File: src/hdl/tlk_link_pkg.sv
////////////////////////////////////////////////////////////////////////////
// shared constants and enums for the TLK2711 receive-side link checker
// word encodings of the transmit test frame, counter widths, error codes
////////////////////////////////////////////////////////////////////////////

package tlk_link_pkg;

    localparam int WORD_W = 16;
    localparam int CNT_W  = 16;

    // K-coded words, see k flags in the checker
    localparam logic [WORD_W-1:0] SYNC_WORD = 16'hC5BC;
    localparam logic [WORD_W-1:0] SOF_WORD  = 16'h5CFB;
    localparam logic [WORD_W-1:0] EOF_WORD  = 16'hFDFE;

    // plain data words of the frame header
    localparam logic [WORD_W-1:0] HEAD0_WORD   = 16'hEB90;
    localparam logic [WORD_W-1:0] HEAD1_WORD   = 16'hE116;
    localparam logic [WORD_W-1:0] FILEEND_WORD = 16'h8101;

    localparam logic [WORD_W-1:0] MAX_LEN_BYTES = 16'd1024;

    typedef enum logic [3:0] {
        ERR_NONE      = 4'd0,
        ERR_SYNC      = 4'd1,
        ERR_SOF       = 4'd2,
        ERR_HEAD0     = 4'd3,
        ERR_HEAD1     = 4'd4,
        ERR_FILEEND   = 4'd5,
        ERR_FRAME_CNT = 4'd6,
        ERR_LENGTH    = 4'd7,
        ERR_DATA      = 4'd8,
        ERR_CHECKSUM  = 4'd9,
        ERR_EOF       = 4'd10
    } err_code_e;

    // one state per frame field
    typedef enum logic [3:0] {
        HUNT, GAP, HEAD0, HEAD1, FILEEND,
        FRAME_CNT, LENGTH, DATA, CHECKSUM, EOF
    } chk_state_e;

endpackage

File: src/hdl/tlk_rx_word_if.sv
////////////////////////////////////////////////////////////////////////////
// links inside the link checker: received words and checker events
// both carry single-cycle strobes with no back-pressure
////////////////////////////////////////////////////////////////////////////

`timescale 1ns/1ps

interface tlk_rx_word_if;
    import tlk_link_pkg::*;

    logic              valid;
    logic [WORD_W-1:0] data;
    logic              k_msb;
    logic              k_lsb;

    modport src (output valid, data, k_msb, k_lsb);
    modport dst (input valid, data, k_msb, k_lsb);
endinterface

interface tlk_chk_event_if;
    import tlk_link_pkg::*;

    logic              ev_valid;
    err_code_e         ev_code;
    logic              frame_ok;
    logic [WORD_W-1:0] frame_num;

    modport src (output ev_valid, ev_code, frame_ok, frame_num);
    modport dst (input ev_valid, ev_code, frame_ok, frame_num);
endinterface

File: src/hdl/tlk_rx_capture.sv
////////////////////////////////////////////////////////////////////////////
// input stage of the link checker
// registers the SerDes word and K flags, qualifies them with check enable
////////////////////////////////////////////////////////////////////////////

`timescale 1ns/1ps

module tlk_rx_capture (
    input  logic                            clk,
    input  logic                            i_rst_n,
    input  logic                            i_soft_rst,
    input  logic                            i_check_ena,
    input  logic                            i_rx_valid,
    input  logic [tlk_link_pkg::WORD_W-1:0] i_rxd,
    input  logic                            i_rk_msb,
    input  logic                            i_rk_lsb,
    tlk_rx_word_if.src                      o_word
);

    logic ena_q;

    // enable is registered, and a drop of the raw enable blocks at once
    always_ff @(posedge clk) begin
        if (!i_rst_n || i_soft_rst) begin
            ena_q        <= 1'b0;
            o_word.valid <= 1'b0;
        end else begin
            ena_q        <= i_check_ena;
            o_word.valid <= i_rx_valid && i_check_ena && ena_q;
        end
    end

    always_ff @(posedge clk) begin
        o_word.data  <= i_rxd;
        o_word.k_msb <= i_rk_msb;
        o_word.k_lsb <= i_rk_lsb;
    end

    // K flags decide sync and SOF/EOF, must be clean on any valid word
    a_k_known: assert property (
        @(posedge clk) disable iff (!i_rst_n)
        o_word.valid |-> !$isunknown({o_word.k_msb, o_word.k_lsb})
    );

endmodule

File: src/hdl/tlk_frame_checker.sv
////////////////////////////////////////////////////////////////////////////
// frame walker for the TLK2711 test frame
// checks each field in turn, flags the first bad one and resyncs in HUNT
// a good EOF gives a frame_ok pulse, events come one cycle after the word
////////////////////////////////////////////////////////////////////////////

`timescale 1ns/1ps

module tlk_frame_checker (
    input  logic          clk,
    input  logic          i_rst_n,
    input  logic          i_soft_rst,
    input  logic          i_check_ena,
    tlk_rx_word_if.dst    i_word,
    tlk_chk_event_if.src  o_event
);
    import tlk_link_pkg::*;

    chk_state_e        state;
    chk_state_e        nxt_state;
    logic [WORD_W-1:0] w;
    logic [1:0]        kb;
    logic              fail;
    logic              pass;
    err_code_e         fail_code;
    logic              cnt_valid;
    logic [WORD_W-1:0] last_cnt;
    logic [WORD_W-1:0] last_idx;
    logic [WORD_W-1:0] data_idx;
    logic [WORD_W-1:0] csum;

    assign w  = i_word.data;
    assign kb = {i_word.k_msb, i_word.k_lsb};

    ////////////////////////////////////////////////////////////////////////////
    // field checks
    ////////////////////////////////////////////////////////////////////////////

    always_comb begin
        nxt_state = state;
        fail      = 1'b0;
        fail_code = ERR_NONE;
        pass      = 1'b0;
        if (i_word.valid) begin
            case (state)
                HUNT: begin
                    if (w == SYNC_WORD && kb == 2'b01) begin
                        nxt_state = GAP;
                    end
                end
                GAP: begin
                    if (w == SOF_WORD && kb == 2'b11) begin
                        nxt_state = HEAD0;
                    end else if (w != SYNC_WORD || kb != 2'b01) begin
                        fail      = 1'b1;
                        fail_code = ERR_SYNC;
                    end
                end
                HEAD0: begin
                    nxt_state = HEAD1;
                    fail      = (w != HEAD0_WORD) || (kb != 2'b00);
                    fail_code = ERR_HEAD0;
                end
                HEAD1: begin
                    nxt_state = FILEEND;
                    fail      = (w != HEAD1_WORD) || (kb != 2'b00);
                    fail_code = ERR_HEAD1;
                end
                FILEEND: begin
                    nxt_state = FRAME_CNT;
                    fail      = (w != FILEEND_WORD) || (kb != 2'b00);
                    fail_code = ERR_FILEEND;
                end
                FRAME_CNT: begin
                    // first frame after a resync takes any count
                    nxt_state = LENGTH;
                    fail      = (kb != 2'b00) || (cnt_valid && w != last_cnt + 1'b1);
                    fail_code = ERR_FRAME_CNT;
                end
                LENGTH: begin
                    nxt_state = DATA;
                    fail      = (kb != 2'b00) || w[0] || (w == '0) || (w > MAX_LEN_BYTES);
                    fail_code = ERR_LENGTH;
                end
                DATA: begin
                    nxt_state = (data_idx == last_idx) ? CHECKSUM : DATA;
                    fail      = (kb != 2'b00) || (w != data_idx);
                    fail_code = ERR_DATA;
                end
                CHECKSUM: begin
                    nxt_state = EOF;
                    fail      = (kb != 2'b00) || (w != csum);
                    fail_code = ERR_CHECKSUM;
                end
                EOF: begin
                    nxt_state = GAP;
                    pass      = (w == EOF_WORD) && (kb == 2'b11);
                    fail      = !pass;
                    fail_code = ERR_EOF;
                end
                default: begin
                    nxt_state = HUNT;
                end
            endcase
        end
        if (fail) begin
            nxt_state = HUNT;
        end
    end

    always_ff @(posedge clk) begin
        if (!i_rst_n || i_soft_rst || !i_check_ena) begin
            state            <= HUNT;
            cnt_valid        <= 1'b0;
            o_event.ev_valid <= 1'b0;
            o_event.frame_ok <= 1'b0;
        end else begin
            state            <= nxt_state;
            o_event.ev_valid <= fail;
            o_event.frame_ok <= pass;
            if (fail) begin
                cnt_valid <= 1'b0;
            end else if (pass) begin
                cnt_valid <= 1'b1;
            end
        end
    end

    // running sum, data index and frame count
    always_ff @(posedge clk) begin
        o_event.ev_code <= fail_code;
        if (pass) begin
            o_event.frame_num <= last_cnt;
        end
        if (i_word.valid) begin
            case (state)
                GAP: begin
                    csum <= '0;
                end
                FILEEND: begin
                    csum <= csum + w;
                end
                FRAME_CNT: begin
                    csum     <= csum + w;
                    last_cnt <= w;
                end
                LENGTH: begin
                    csum     <= csum + w;
                    last_idx <= {1'b0, w[WORD_W-1:1]} - 1'b1;
                    data_idx <= '0;
                end
                DATA: begin
                    csum     <= csum + w;
                    data_idx <= data_idx + 1'b1;
                end
                default: begin
                end
            endcase
        end
    end

    a_one_pulse: assert property (
        @(posedge clk) disable iff (!i_rst_n)
        !(o_event.ev_valid && o_event.frame_ok)
    );

    a_state_legal: assert property (
        @(posedge clk) disable iff (!i_rst_n)
        state inside {HUNT, GAP, HEAD0, HEAD1, FILEEND, FRAME_CNT, LENGTH, DATA, CHECKSUM, EOF}
    );

endmodule

File: src/hdl/tlk_error_reporter.sv
////////////////////////////////////////////////////////////////////////////
// output stage of the link checker
// sticky error flag with first error code, good-frame and error counters
// everything holds until soft reset
////////////////////////////////////////////////////////////////////////////

`timescale 1ns/1ps

module tlk_error_reporter (
    input  logic                           clk,
    input  logic                           i_rst_n,
    input  logic                           i_soft_rst,
    tlk_chk_event_if.dst                   i_event,
    output logic                           o_check_error,
    output tlk_link_pkg::err_code_e        o_error_status,
    output logic [tlk_link_pkg::CNT_W-1:0] o_frame_count,
    output logic [tlk_link_pkg::CNT_W-1:0] o_error_count
);
    import tlk_link_pkg::*;

    always_ff @(posedge clk) begin
        if (!i_rst_n || i_soft_rst) begin
            o_check_error  <= 1'b0;
            o_error_status <= ERR_NONE;
            o_frame_count  <= '0;
            o_error_count  <= '0;
        end else begin
            if (i_event.ev_valid) begin
                // only the first code is kept
                if (!o_check_error) begin
                    o_check_error  <= 1'b1;
                    o_error_status <= i_event.ev_code;
                end
                if (o_error_count != '1) begin
                    o_error_count <= o_error_count + 1'b1;
                end
            end
            if (i_event.frame_ok) begin
                o_frame_count <= o_frame_count + 1'b1;
            end
        end
    end

    a_status_set: assert property (
        @(posedge clk) disable iff (!i_rst_n)
        o_check_error |-> (o_error_status != ERR_NONE)
    );

    // count of a good frame was captured in the checker before EOF
    a_frame_num_known: assert property (
        @(posedge clk) disable iff (!i_rst_n)
        i_event.frame_ok |-> !$isunknown(i_event.frame_num)
    );

endmodule

File: src/hdl/tlk_rx_link_check.sv
////////////////////////////////////////////////////////////////////////////
// top of the TLK2711 receive-side link checker
// capture, frame walker and reporter in a chain, three cycles in to out
////////////////////////////////////////////////////////////////////////////

`timescale 1ns/1ps

module tlk_rx_link_check (
    input  logic                            clk,
    input  logic                            i_rst_n,
    input  logic                            i_soft_rst,
    input  logic                            i_check_ena,
    input  logic                            i_rx_valid,
    input  logic [tlk_link_pkg::WORD_W-1:0] i_rxd,
    input  logic                            i_rk_msb,
    input  logic                            i_rk_lsb,
    output logic                            o_check_error,
    output tlk_link_pkg::err_code_e         o_error_status,
    output logic [tlk_link_pkg::CNT_W-1:0]  o_frame_count,
    output logic [tlk_link_pkg::CNT_W-1:0]  o_error_count
);

    tlk_rx_word_if   rx_word ();
    tlk_chk_event_if chk_event ();

    tlk_rx_capture u_capture (
        .clk         (clk),
        .i_rst_n     (i_rst_n),
        .i_soft_rst  (i_soft_rst),
        .i_check_ena (i_check_ena),
        .i_rx_valid  (i_rx_valid),
        .i_rxd       (i_rxd),
        .i_rk_msb    (i_rk_msb),
        .i_rk_lsb    (i_rk_lsb),
        .o_word      (rx_word.src)
    );

    tlk_frame_checker u_checker (
        .clk         (clk),
        .i_rst_n     (i_rst_n),
        .i_soft_rst  (i_soft_rst),
        .i_check_ena (i_check_ena),
        .i_word      (rx_word.dst),
        .o_event     (chk_event.src)
    );

    tlk_error_reporter u_reporter (
        .clk            (clk),
        .i_rst_n        (i_rst_n),
        .i_soft_rst     (i_soft_rst),
        .i_event        (chk_event.dst),
        .o_check_error  (o_check_error),
        .o_error_status (o_error_status),
        .o_frame_count  (o_frame_count),
        .o_error_count  (o_error_count)
    );

endmodule

File: config.mk
export PLATFORM = sky130hd
export DESIGN_NAME = tlk_rx_link_check
export DESIGN_NICKNAME = d
export VERILOG_FILES = /design/src/hdl/tlk_link_pkg.sv /design/src/hdl/tlk_rx_word_if.sv /design/src/hdl/tlk_rx_capture.sv /design/src/hdl/tlk_frame_checker.sv /design/src/hdl/tlk_error_reporter.sv /design/src/hdl/tlk_rx_link_check.sv
export SDC_FILE = /design/constraint.sdc
export NUM_CORES = 1
export LEC_CHECK = 0
export CORE_MARGIN = 1
export CORE_UTILIZATION = 25
export DETAILED_ROUTE_END_ITERATION = 6
export DONT_BUFFER_PORTS = 1
export GPL_TIMING_DRIVEN = 0
export SETUP_SLACK_MARGIN = 0.02
export SLEW_MARGIN = 20
export SYNTH_ARGS = -nofsm -noshare
export SYNTH_HDL_FRONTEND = slang
export SYNTH_SLANG_ARGS = --single-unit
File: constraint.sdc
create_clock -name clk -period 4.8 [get_ports clk]
set_clock_uncertainty 0.1 [all_clocks]
set_input_delay 0.96 -clock clk [delete_from_list [all_inputs] [get_ports clk]]
set_output_delay 0.96 -clock clk [all_outputs]
set_load 0.01 [all_outputs]
* Word level (Yosys, flattened, before mapping)
Cells that the tools add are included.
** Storage, ports and cells
- Logic and storage cells :: 102
- Bits in registers :: 132
** Operators by class
- Reduce and logical (&&, ||, !) cells :: 35
- Bitwise gates (word level) :: 1
- $add $sub $neg :: 6
- Order comparisons :: 1
- Eq/ne operators :: 26
- Multiplexer cells :: 15
** Operators by type and width (count)
- != test 16 bit (second input constant) :: 5
- adder 16 x 1 -> 16 bit (second input constant) :: 4
- one-hot mux 16 bit (2 select lines) :: 2
- != test 16 bit :: 3
- one-hot mux 4 bit (10 select lines) :: 1
- one-hot mux 4 bit (9 select lines) :: 1
- equality test 16 bit (second input constant) :: 2
- adder 16 bit :: 1
- equality test 16 x 15 -> 1 bit (second input constant) :: 1
- equality test 16 bit :: 1
- equality test 4 x 3 -> 1 bit (second input constant) :: 4
- > comparator 16 x 11 -> 1 bit (second input constant) :: 1
- zero test 16 bit :: 1
- 2-to-1 mux 4 bit :: 4
- subtractor 15 x 1 -> 16 bit (second input constant) :: 1
- logical OR 1 bit :: 12
- AND reduction 2 bit :: 6
- one-hot mux 1 bit (9 select lines) :: 1
- equality test 4 x 2 -> 1 bit (second input constant) :: 2
- equality test 4 bit (second input constant) :: 2
- logical AND 1 bit :: 6
- 2-to-1 mux 1 bit :: 6
- != test 2 x 1 -> 1 bit (second input constant) :: 3
- nonzero test 2 bit :: 3
- other kinds (9) :: 11

* Depth between registers and ports, before layout
Gate-level depths: netlist of the first run.
- Word-level depth :: 7
- Gate-level depth with buffers :: 11

* Modules after synthesis
A second synthesis of the first run with hierarchy kept.
** Second synthesis, totals
- Cell total of the unflattened synthesis :: 780
- Area total of the unflattened synthesis :: 7911.3 um2
** Modules (own cells, without submodules)
- tlk_frame_checker :: cells an instance 564, times used 1, area each 5805.6 um2, seq. area each 2622.5 um2
- tlk_error_reporter :: cells an instance 194, times used 1, area each 1690.4 um2, seq. area each 740.7 um2
- tlk_rx_capture :: cells an instance 22, times used 1, area each 415.4 um2, seq. area each 400.4 um2

* Worst setup path after synthesis of the first run
No wires, ideal clock.
- Path type :: register -> register
- From :: register u_capture.o_word.data[5]
- To :: register u_checker.o_event.ev_valid
- Cell stages (with the launch flop) :: 10
- Buffers on the path :: 1
- Setup slack :: 1.872 ns
- Arrival time :: 2.769 ns
- Path through :: dfxtp_1 > buf_6 > or4_4 > or4_4 > a311oi_1 > a221o_1 > nor2_1 > or4_4 > a31oi_4 > and2_1
** Between the ends
- Cells in the longest elaborated chain, start to end :: 6
- Elaborated cells between the ends (all ways) :: 28
** Ends and longest elaborated chain
- from (decl) :: line tlk_rx_word_if.sv:16 : modport src (output valid, data, k_msb, k_lsb);
- from (signal assigned) :: line tlk_rx_capture.sv:34 : o_word.data <= i_rxd;
- parallel branches: the longest is 4 deep, another holds > comparator 16 x 11 -> 1 bit
- one-hot mux 1 bit (9 select lines) (*) :: line tlk_frame_checker.sv:45 : case (state)
- 2-to-1 mux 1 bit (*) :: line tlk_frame_checker.sv:44 : if (i_word.valid) begin
- to (signal assigned) :: line tlk_frame_checker.sv:119 : o_event.ev_valid <= fail;
- to (decl) :: line tlk_rx_word_if.sv:28 : modport src (output ev_valid, ev_code, frame_ok, frame_num);
Every way passes the cells marked *.
A chain may end at the register's enable or synchronous reset.

* Worst setup path in the final report of the first run
Same ends and word-level chain as after synthesis.

==> results.json, run 1 <==
{
  "maxSlewHeadroom": 0.337,
  "gr-usage-all-layers": 0.127,
  "io_pins": 60,
  "drc": 0,
  "grt_max_degree": 18,
  "maxCapViolations": 0,
  "synth_top_area_frac": 0.266,
  "setup_violations": 0,
  "critPathKind": "reg2reg",
  "tns_ns": 0,
  "hpwl_um": 13500,
  "ir_worst_vdd_uv": 217,
  "antenna_cells": 0,
  "p_comb_frac": 0.045,
  "power_frac_clock": 0.488,
  "cp-end-kind": "flip-flop",
  "yosysTopAreaCell": "edfxtp_1",
  "synth.area.top_cells": "edfxtp_1 (27%), dfxtp_1 (19%), xor2_1 (6.5%)",
  "timing.final.crit_period_ns": 3.32,
  "clockBufferDepth": 2,
  "clk_pin_slew_ns": 0.06,
  "ys_seq_elements": 132,
  "r2r_start": "u_capture.o_word.data[5]",
  "area_growth_pct": 14.7,
  "hp-start": "u_capture.o_word.data[15]",
  "synth-seq-area-share": 0.454,
  "cts_buffers": 17,
  "start_util": 0.257,
  "rsz0062_at_grt": "no",
  "min_to": "u_checker.last_cnt[15]",
  "gr-total-overflow": 0,
  "p_int_uw": 1930,
  "synth_area_per_cell_sq_um": 9.50,
  "die_area_sq_mm": 0.0296,
  "startpoint_type": "flip-flop",
  "p_switching_uw": 622,
  "cts_tree": "yes",
  "synthCells": 761,
  "hold_viol_final": 0,
  "reg2reg_depth": 9,
  "placed_area_sq_mm": 0.00773,
  "dr.pass1.iters": 7,
  "synth_cell_types": 63,
  "outcome": "complete, no violations",
  "holdWs_ns": 0.362,
  "p_leak_uw": 0.00272,
  "synth_ff_type": "dfxtp_1",
  "synth_edf_count": 64,
  "core_region_area_sq_mm": 0.0281,
  "fin_nets": 825,
  "holdPathStages": 0,
  "layout_common_cells": "nor2_1 (85), dfxtp_1 (68), edfxtp_1 (64), xor2_1 (54)",
  "rows": 61,
  "seq_power_share": 0.467,
  "timing_worst_slew_pin_value_ns": 0.970,
  "wl_um": 18100,
  "arrival_ns": 3.59,
  "yosysWarnings": 0,
  "hp-class": "reg2reg",
  "synth_area_sq_mm": 0.00723,
  "cp_data_required_time_ns": 5.07,
  "synth_fp_nets": 805,
  "max_freq_mhz": 301,
  "numPortBuffers": 0,
  "power_uw": 2560,
  "vias": 5647,
  "grt_antenna_before_repair": 0,
  "grt_pass1_wl_um": 28500,
  "report.final.slew_viol_count": 0,
  "cp_max_fo": 9,
  "cts.sinks": 132,
  "switching_share": 0.243,
  "gp_congestion": 0.907,
  "p_per_area_mw_per_mm2": 308,
  "dr.first_iter.drc_count": 348,
  "r2r_end": "u_checker.o_event.ev_valid",
  "cts_setup_buffers": 0,
  "dieHeight_um": 172,
  "die_x_um": 172,
  "drive_gt1_frac": 0.0605,
  "clk_latency_ns": 0.43,
  "grt_pass1_vias": 5347,
  "via_per_inst": 4.82,
  "layout_commonest_cell": "nor2_1",
  "hold_buffers": 0,
  "wl_per_cell_um": 15.4,
  "final_area_sq_mm": 0.00829,
  "finalCritPeriodShare": 0.692,
  "fin_util": 0.295,
  "cts.repair.resized": 0,
  "htree_levels": 4,
  "synth-async-reset-ratio": 0,
  "rrSetupSlack_ns": 1.48,
  "cts_root_buffer": "clkbuf_16",
  "ant_nets": 0
}
-- how the worst max path moves through the flow --
stage	start	endpoint	slack, ns	cells after the start
4_1_cts	u_checker.state[2]	u_checker.last_idx[7]	1.43	5
3_3_place_gp	u_checker.state[3]	u_checker.o_event.ev_valid	1.13	9
5_1_grt	u_checker.state[2]	u_checker.last_idx[10]	1.19	5
3_5_place_dp	u_checker.state[2]	u_checker.last_idx[0]	1.45	5
2_1_floorplan	u_capture.o_word.data[5]	u_checker.o_event.ev_valid	1.87	9
6_report	u_capture.o_word.data[5]	u_checker.o_event.ev_valid	1.48	9
-- flip-flops by register name (all words and copies together) (netlist names), 4 cells and up --
| name | flops |
|---|---|
| u_reporter.o_error_status | 4 |
| u_capture.o_word.data | 16 |
| u_reporter.o_frame_count | 16 |
| u_checker.last_idx | 16 |
| u_checker.last_cnt | 16 |
| u_checker.csum | 16 |
| u_checker.o_event.ev_code | 4 |
| u_checker.state | 4 |
| u_reporter.o_error_count | 16 |
| u_checker.data_idx | 16 |
-- power by group through the flow --
| stage | Sequential (uW) | Combinational [uW] | Clock, uW |
|---|---|---|---|
| 2_1_floorplan | 1210 | 90.0 | 0 |
| 3_5_place_dp | 1220 | 113 | 0 |
| 3_3_place_gp | 1220 | 112 | 0 |
| 6_report | 1190 | 115 | 1250 |
| 4_1_cts | 1190 | 114 | 1280 |
| 5_1_grt | 1190 | 128 | 1320 |
-- logic make-up after synthesis --
kind of cell | count (synthesis) | synth area share
and+or+nand+nor | 321 | 0.230
DFF | 132 | 0.454
AOI/OAI and AO/OA | 114 | 0.106
xor gates and xnor gates | 104 | 0.126
buffers and inverters | 60 | 0.0341
adders and majority gates | 21 | 0.0374
muxes | 9 | 0.0125
-- metrics by stage --
stage | std cells | worst slack (ns)
finish | 1172 | 1.48
global route | 1172 | 1.19
CTS | 1172 | 1.43
detailed placement | 1140 | 1.45
global placement | 1139 | 1.13
floorplan | 761 | 1.87
-- cell type report --
| type | count | area, sq um |
|---|---|---|
| multi-input cells | 569 | 3710 |
| repair buffers | 1 | 15.0 |
| flip-flops and latches | 132 | 3280 |
| clock inverters | 14 | 114 |
| inverters | 20 | 75.1 |
| fillers | 2968 | 19800 |
| plain buffers | 40 | 171 |
| clock buffers | 18 | 450 |
| well taps | 378 | 473 |
-- critical path, cell delays in order (launching register included) --
cell	delay, ns
dfxtp_1	0.36
buf_6	0.16
or4_4	0.53
or4_4	0.53
a311oi_1	0.34
a221o_1	0.23
nor2_1	0.06
or4_4	0.50
a31oi_4	0.27
and2_1	0.17
-- cell usage after synthesis (3+ instances only) --
library cell,n
nor2_1,86
nand2_1,50
nand4b_1,3
and2_1,8
and3_1,18
a211oi_1,7
inv_1,20
xor2_1,54
xnor2_1,50
and4_1,5
o22ai_1,4
o21ai_0,27
or3_1,13
nor4_1,9
nor4b_1,3
mux2i_1,9
a22oi_1,9
a21o_1,3
nand3_1,33
nor3_1,29
or2_2,3
a21oi_1,27
nand2b_1,12
dfxtp_1,68
nand3b_1,4
nor2b_1,9
nor3b_1,8
edfxtp_1,64
nand4_1,20
o21a_1,7
or4_4,3
buf_1,4
clkbuf_1,32
ha_1,20
-- layer usage --
metal / vias to the layer above / track usage / share of wire
li1: 2783 / - / -
met1: 2694 / 0.165 / 0.46
met2: 142 / 0.200 / 0.47
met3: 28 / 0.0266 / 0.048
met4: 0 / 0.0577 / 0.024
met5: - / 0 / 0
No activity file was read; power rests on OpenSTA's default activity.
==> run 2, diff against run 1 <==
==> constraint.sdc (replaced) <==
create_clock -name clk -period 3.3 [get_ports clk]
set_clock_uncertainty 0.1 [all_clocks]
set_input_delay 0.66 -clock clk [delete_from_list [all_inputs] [get_ports clk]]
set_output_delay 0.66 -clock clk [all_outputs]
set_load 0.01 [all_outputs]
==> results.json, run 2 (synthesis results as in run 1) <==
{
  "outcome": "complete, no violations",
  "fin_util": 0.297,
  "multi_input_comb_area_sq_mm": 0.00374,
  "critical_path.top_delay_family": "simple AND/OR/NAND/NOR gates",
  "core_region_area_sq_mm": 0.0281,
  "hold_buffers": 0,
  "area_growth_pct": 15.5,
  "antenna_cells": 0,
  "regArea_sq_mm": 0.00329,
  "placed_area_sq_mm": 0.00773,
  "grt_antenna_before_repair": 0,
  "reg2reg_depth": 9,
  "final_area_sq_mm": 0.00835,
  "cts_root_buffer": "clkbuf_16",
  "cts.sinks": 132,
  "max_freq_mhz": 307,
  "startpoint_type": "flip-flop",
  "switching_share": 0.244,
  "cts_tree": "yes",
  "power_frac_clock": 0.488,
  "holdPathStages": 0,
  "timing.final.crit_period_ns": 3.26,
  "p_leak_uw": 0.00275,
  "path_common_cell": "or4_4",
  "maxSlewHeadroom": 0.335,
  "wl_um": 18100,
  "n_fill_cell": 2972,
  "hp-start": "i_rk_msb",
  "hold_viol_final": 0,
  "die_area_sq_mm": 0.0296,
  "slowest_stage": "or4_4",
  "hpwl_um": 13500,
  "timing_worst_slew_pin_value_ns": 0.972,
  "report.final.slew_viol_count": 0,
  "numPortBuffers": 0,
  "p_int_uw": 2810,
  "via_per_inst": 4.79,
  "drive_gt1_frac": 0.0781,
  "grt_pass1_vias": 5368,
  "grt_max_degree": 18,
  "cp-end-kind": "flip-flop",
  "rows": 61,
  "io_pins": 60,
  "vias": 5619,
  "wl_per_cell_um": 15.4,
  "gr-total-overflow": 0,
  "clk_pin_slew_ns": 0.06,
  "fin_nets": 825,
  "drc": 0,
  "cp_cell_sequence": "buf_6, or4_4, or4_4, a311oi_2, a221o_1, nor2_1, or4_4, a31oi_4, and2_4",
  "cp_max_fo": 9,
  "layout_commonest_cell": "nor2_1",
  "ir_worst_vdd_uv": 316,
  "dr.first_iter.drc_count": 391,
  "critPathKind": "reg2reg",
  "p_per_area_mw_per_mm2": 446,
  "hp-class": "in2reg",
  "dieHeight_um": 172,
  "rrSetupSlack_ns": 0.04,
  "seq_power_share": 0.467,
  "gp_congestion": 0.907,
  "r2r_end": "u_checker.o_event.ev_valid",
  "grt_pass1_wl_um": 28500,
  "rsz0062_at_grt": "yes",
  "cts_buffers": 17,
  "cp_data_required_time_ns": 3.57,
  "p_switching_uw": 907,
  "maxCapViolations": 0,
  "start_util": 0.257,
  "setup_violations": 0,
  "die_x_um": 172,
  "r2r_start": "u_capture.o_word.data[5]",
  "clk_latency_ns": 0.42,
  "ant_nets": 0,
  "path_buf_inv": 1,
  "crit_path_max_incr_delay_ns": 0.53,
  "htree_levels": 4,
  "min_to": "u_capture.o_word.k_msb",
  "layout_common_cells": "nor2_1 (85), dfxtp_1 (65), edfxtp_1 (64), xor2_1 (54)",
  "dr.pass1.iters": 5,
  "arrival_ns": 3.53,
  "power_uw": 3720,
  "clockBufferDepth": 2,
  "p_comb_frac": 0.045,
  "finalCritPeriodShare": 0.987,
  "gr-usage-all-layers": 0.127
}
run 2: cell count changes in the layout (fill, tap and decap cells not counted), moves of 2 or more:
cell and delta:
buf_4 +3, clkbuf_1 -7, clkbuf_2 +5, dfxtp_1 -3, dfxtp_2 +2
run 2: worst max-delay path by stage:
| stage | from | slack [ns] | cells after the start | end |
|---|---|---|---|---|
| finish | u_capture.o_word.data[5] | 0.04 | 9 | u_checker.o_event.ev_valid |
| global route | u_capture.o_word.data[1] | 0.007 | 11 | u_checker.csum[14] |
| CTS | u_capture.o_word.data[5] | 0.03 | 9 | u_checker.o_event.ev_valid |
| detailed placement | u_checker.state[2] | -0.05 | 5 | u_checker.last_idx[0] |
| global placement | u_checker.state[3] | -0.37 | 9 | u_checker.o_event.ev_valid |
| floorplan | u_capture.o_word.data[5] | 0.37 | 9 | u_checker.o_event.ev_valid |
run 2: area by class of cell:
type,count,share of cell area
plain buffers,38,0.0207
inverters,20,0.00899
repair buffers,3,0.00360
clock inverters,14,0.0136
flip-flops and latches,132,0.394
clock buffers,18,0.0539
multi-input cells,569,0.449
well taps,378,0.0566
run 2: layer usage:
metal	global-route usage	up-vias	part of all wire
met3	0.0266	29	0.040
met1	0.165	2693	0.47
met2	0.201	121	0.47
li1	-	2776	-
met4	0.0577	0	0.023
met5	0	-	0
run 2: power by group through the flow:
| stage | combinational, uW | clock, uW | sequential [uW] |
|---|---|---|---|
| after global routing | 185 | 1920 | 1740 |
| after CTS | 166 | 1860 | 1740 |
| after floorplan | 131 | 0 | 1760 |
| final | 167 | 1810 | 1740 |
| after detailed placement | 165 | 0 | 1770 |
| after global placement | 163 | 0 | 1770 |
run 2: repair_timing:
item	4_1_cts	5_1_grt
gates resized for setup	1	21
pin swaps	0	3
hold endpoints to repair	0	0
setup endpoints to repair	20	25
buffers inserted	1	1
run 2: per-stage QoR:
step	hold WS, ns	setup slack (ns)	instances	TNS (ns)
floorplan	0.306	0.372	761	0
global placement	0.341	-0.373	1139	-8.98
detailed placement	0.344	-0.0520	1140	-0.819
CTS	0.132	0.0308	1173	0
global route	0.132	0.00744	1172	0
finish	0.155	0.0431	1172	0
==> run 3, diff against run 2 <==
--- a/config.mk
+++ b/config.mk
@@ -10,7 +10,9 @@
 export DETAILED_ROUTE_END_ITERATION = 6
 export DONT_BUFFER_PORTS = 1
 export GPL_TIMING_DRIVEN = 0
+export PLACE_DENSITY = 0.41
 export SETUP_SLACK_MARGIN = 0.02
+export SKIP_CTS_REPAIR_TIMING = 1
 export SLEW_MARGIN = 20
 export SYNTH_ARGS = -nofsm -noshare
 export SYNTH_HDL_FRONTEND = slang
==> constraint.sdc (replaced) <==
create_clock -name clk -period 3.3 [get_ports clk]
set_clock_uncertainty 0.1 [all_clocks]
set_input_delay 0.66 -clock clk [delete_from_list [all_inputs] [get_ports clk]]
set_output_delay 0.66 -clock clk [all_outputs]
set_load 0.05 [all_outputs]
==> results.json, run 3 (synthesis results as in run 1) <==
{
  "outcome": "complete, no violations",
  "holdPathStages": 0,
  "r2r_start": "u_capture.o_word.data[4]",
  "dp_cells": 1140,
  "fin_nets": 822,
  "hp-class": "in2reg",
  "cp_data_required_time_ns": 3.58,
  "fin_cells": 1169,
  "wl_per_cell_um": 16.8,
  "dieHeight_um": 172,
  "arrival_ns": 3.47,
  "cts_tree": "yes",
  "dr.first_iter.drc_count": 266,
  "gr-usage-all-layers": 0.139,
  "ir_worst_vdd_uv": 273,
  "grt_pass1_vias": 5334,
  "startpoint_type": "flip-flop",
  "placed_area_sq_mm": 0.00773,
  "antenna_cells": 0,
  "io_pins": 60,
  "report.final.slew_viol_count": 0,
  "die_x_um": 172,
  "cts_root_buffer": "clkbuf_16",
  "timing.final.crit_period_ns": 3.19,
  "gr-total-overflow": 0,
  "grt_pass1_wl_um": 30400,
  "rrSetupSlack_ns": 0.11,
  "p_per_area_mw_per_mm2": 463,
  "cp_max_fo": 10,
  "vias": 5440,
  "drc": 0,
  "hpwl_um": 14800,
  "wl_um": 19700,
  "timing_worst_slew_pin_value_ns": 0.943,
  "grt_antenna_before_repair": 0,
  "regArea_sq_mm": 0.00329,
  "start_util": 0.257,
  "numPortBuffers": 0,
  "finalCritPeriodShare": 0.968,
  "r2r_end": "u_checker.o_event.ev_valid",
  "maxSlewHeadroom": 0.355,
  "hp-start": "i_rxd[15]",
  "setup_violations": 0,
  "drive_gt1_frac": 0.0771,
  "ant_nets": 0,
  "layout_commonest_cell": "nor2_1",
  "cts_buffers": 17,
  "reg2reg_depth": 9,
  "htree_levels": 4,
  "min_to": "u_capture.o_word.data[15]",
  "hold_viol_final": 0,
  "n_fill_cell": 3032,
  "clk_pin_slew_ns": 0.06,
  "die_area_sq_mm": 0.0296,
  "holdWs_ns": 0.147,
  "layout_common_cells": "nor2_1 (85), dfxtp_1 (65), edfxtp_1 (64), xor2_1 (54)",
  "cts.sinks": 132,
  "p_leak_uw": 0.00276,
  "maxCapViolations": 0,
  "tns_ns": 0,
  "clockBufferDepth": 2,
  "grt_max_degree": 18,
  "final_area_sq_mm": 0.00838,
  "clk_latency_ns": 0.43,
  "cp-end-kind": "flip-flop",
  "area_growth_pct": 15.9,
  "critPathKind": "reg2reg",
  "pre_cts_slack_ns": -0.297,
  "via_per_inst": 4.65,
  "worst_slack_ns": 0.107,
  "core_region_area_sq_mm": 0.0281,
  "max_freq_mhz": 313,
  "rows": 61,
  "dr.pass1.iters": 4,
  "multi_input_comb_area_sq_mm": 0.00375,
  "gp_congestion": 0.805,
  "rsz0062_at_grt": "no"
}
-- run 3: critical path, stage by stage, from the launching register on --
cell,delay (ns)
dfxtp_2,0.34
buf_8,0.14
or4_4,0.51
or4_4,0.52
a311oi_2,0.32
a221o_1,0.19
nor2_1,0.06
or4_4,0.49
a31oi_4,0.27
and2_4,0.20
-- run 3: layout make-up --
type,instances,area share
well taps,378,0.0564
plain buffers,36,0.0196
flip-flops and latches,132,0.393
repair buffers,2,0.00269
multi-input cells,569,0.447
clock inverters,13,0.0158
clock buffers,19,0.0567
inverters,20,0.00896
-- run 3: power by group --
group          switching [uW]  internal, uW  leakage (uW)  total (uW)
registers                22.1          1720       0.00115        1740
logic                    99.4          65.2       0.00131         165
clock network             818          1150      0.000302        1970
total                     939          2940       0.00276        3880
-- run 3: how the worst max path moves through the flow --
| stage | startpoint | end | slack (ns) | cells past startpoint |
|---|---|---|---|---|
| after floorplan | u_capture.o_word.data[5] | u_checker.o_event.ev_valid | 0.37 | 9 |
| after global placement | u_checker.state[3] | u_checker.o_event.ev_valid | -0.62 | 9 |
| after detailed placement | u_checker.state[2] | u_checker.last_idx[0] | -0.30 | 5 |
| after CTS | u_checker.state[2] | u_checker.last_idx[1] | -0.27 | 5 |
| after global routing | u_capture.o_word.data[1] | u_checker.csum[14] | 0.03 | 11 |
| final | u_capture.o_word.data[4] | u_checker.o_event.ev_valid | 0.11 | 9 |
-- run 3: metal layers --
| metal | part of all wire | vias up | routed length (um) | GRT usage |
|---|---|---|---|---|
| met2 | 0.47 | 79 | 9210 | 0.222 |
| met4 | 0.016 | 0 | 321 | 0.0523 |
| met5 | 0 | - | 0 | 0 |
| li1 | - | 2765 | - | - |
| met3 | 0.028 | 19 | 542 | 0.0282 |
| met1 | 0.49 | 2577 | 9610 | 0.182 |
-- run 3: metrics by stage --
step                utilization  total power [uW]
detailed placement        0.275              1940
CTS                       0.297              3940
global placement          0.274              1940
finish                    0.298              3880
global route              0.298              4010
floorplan                     -              1900
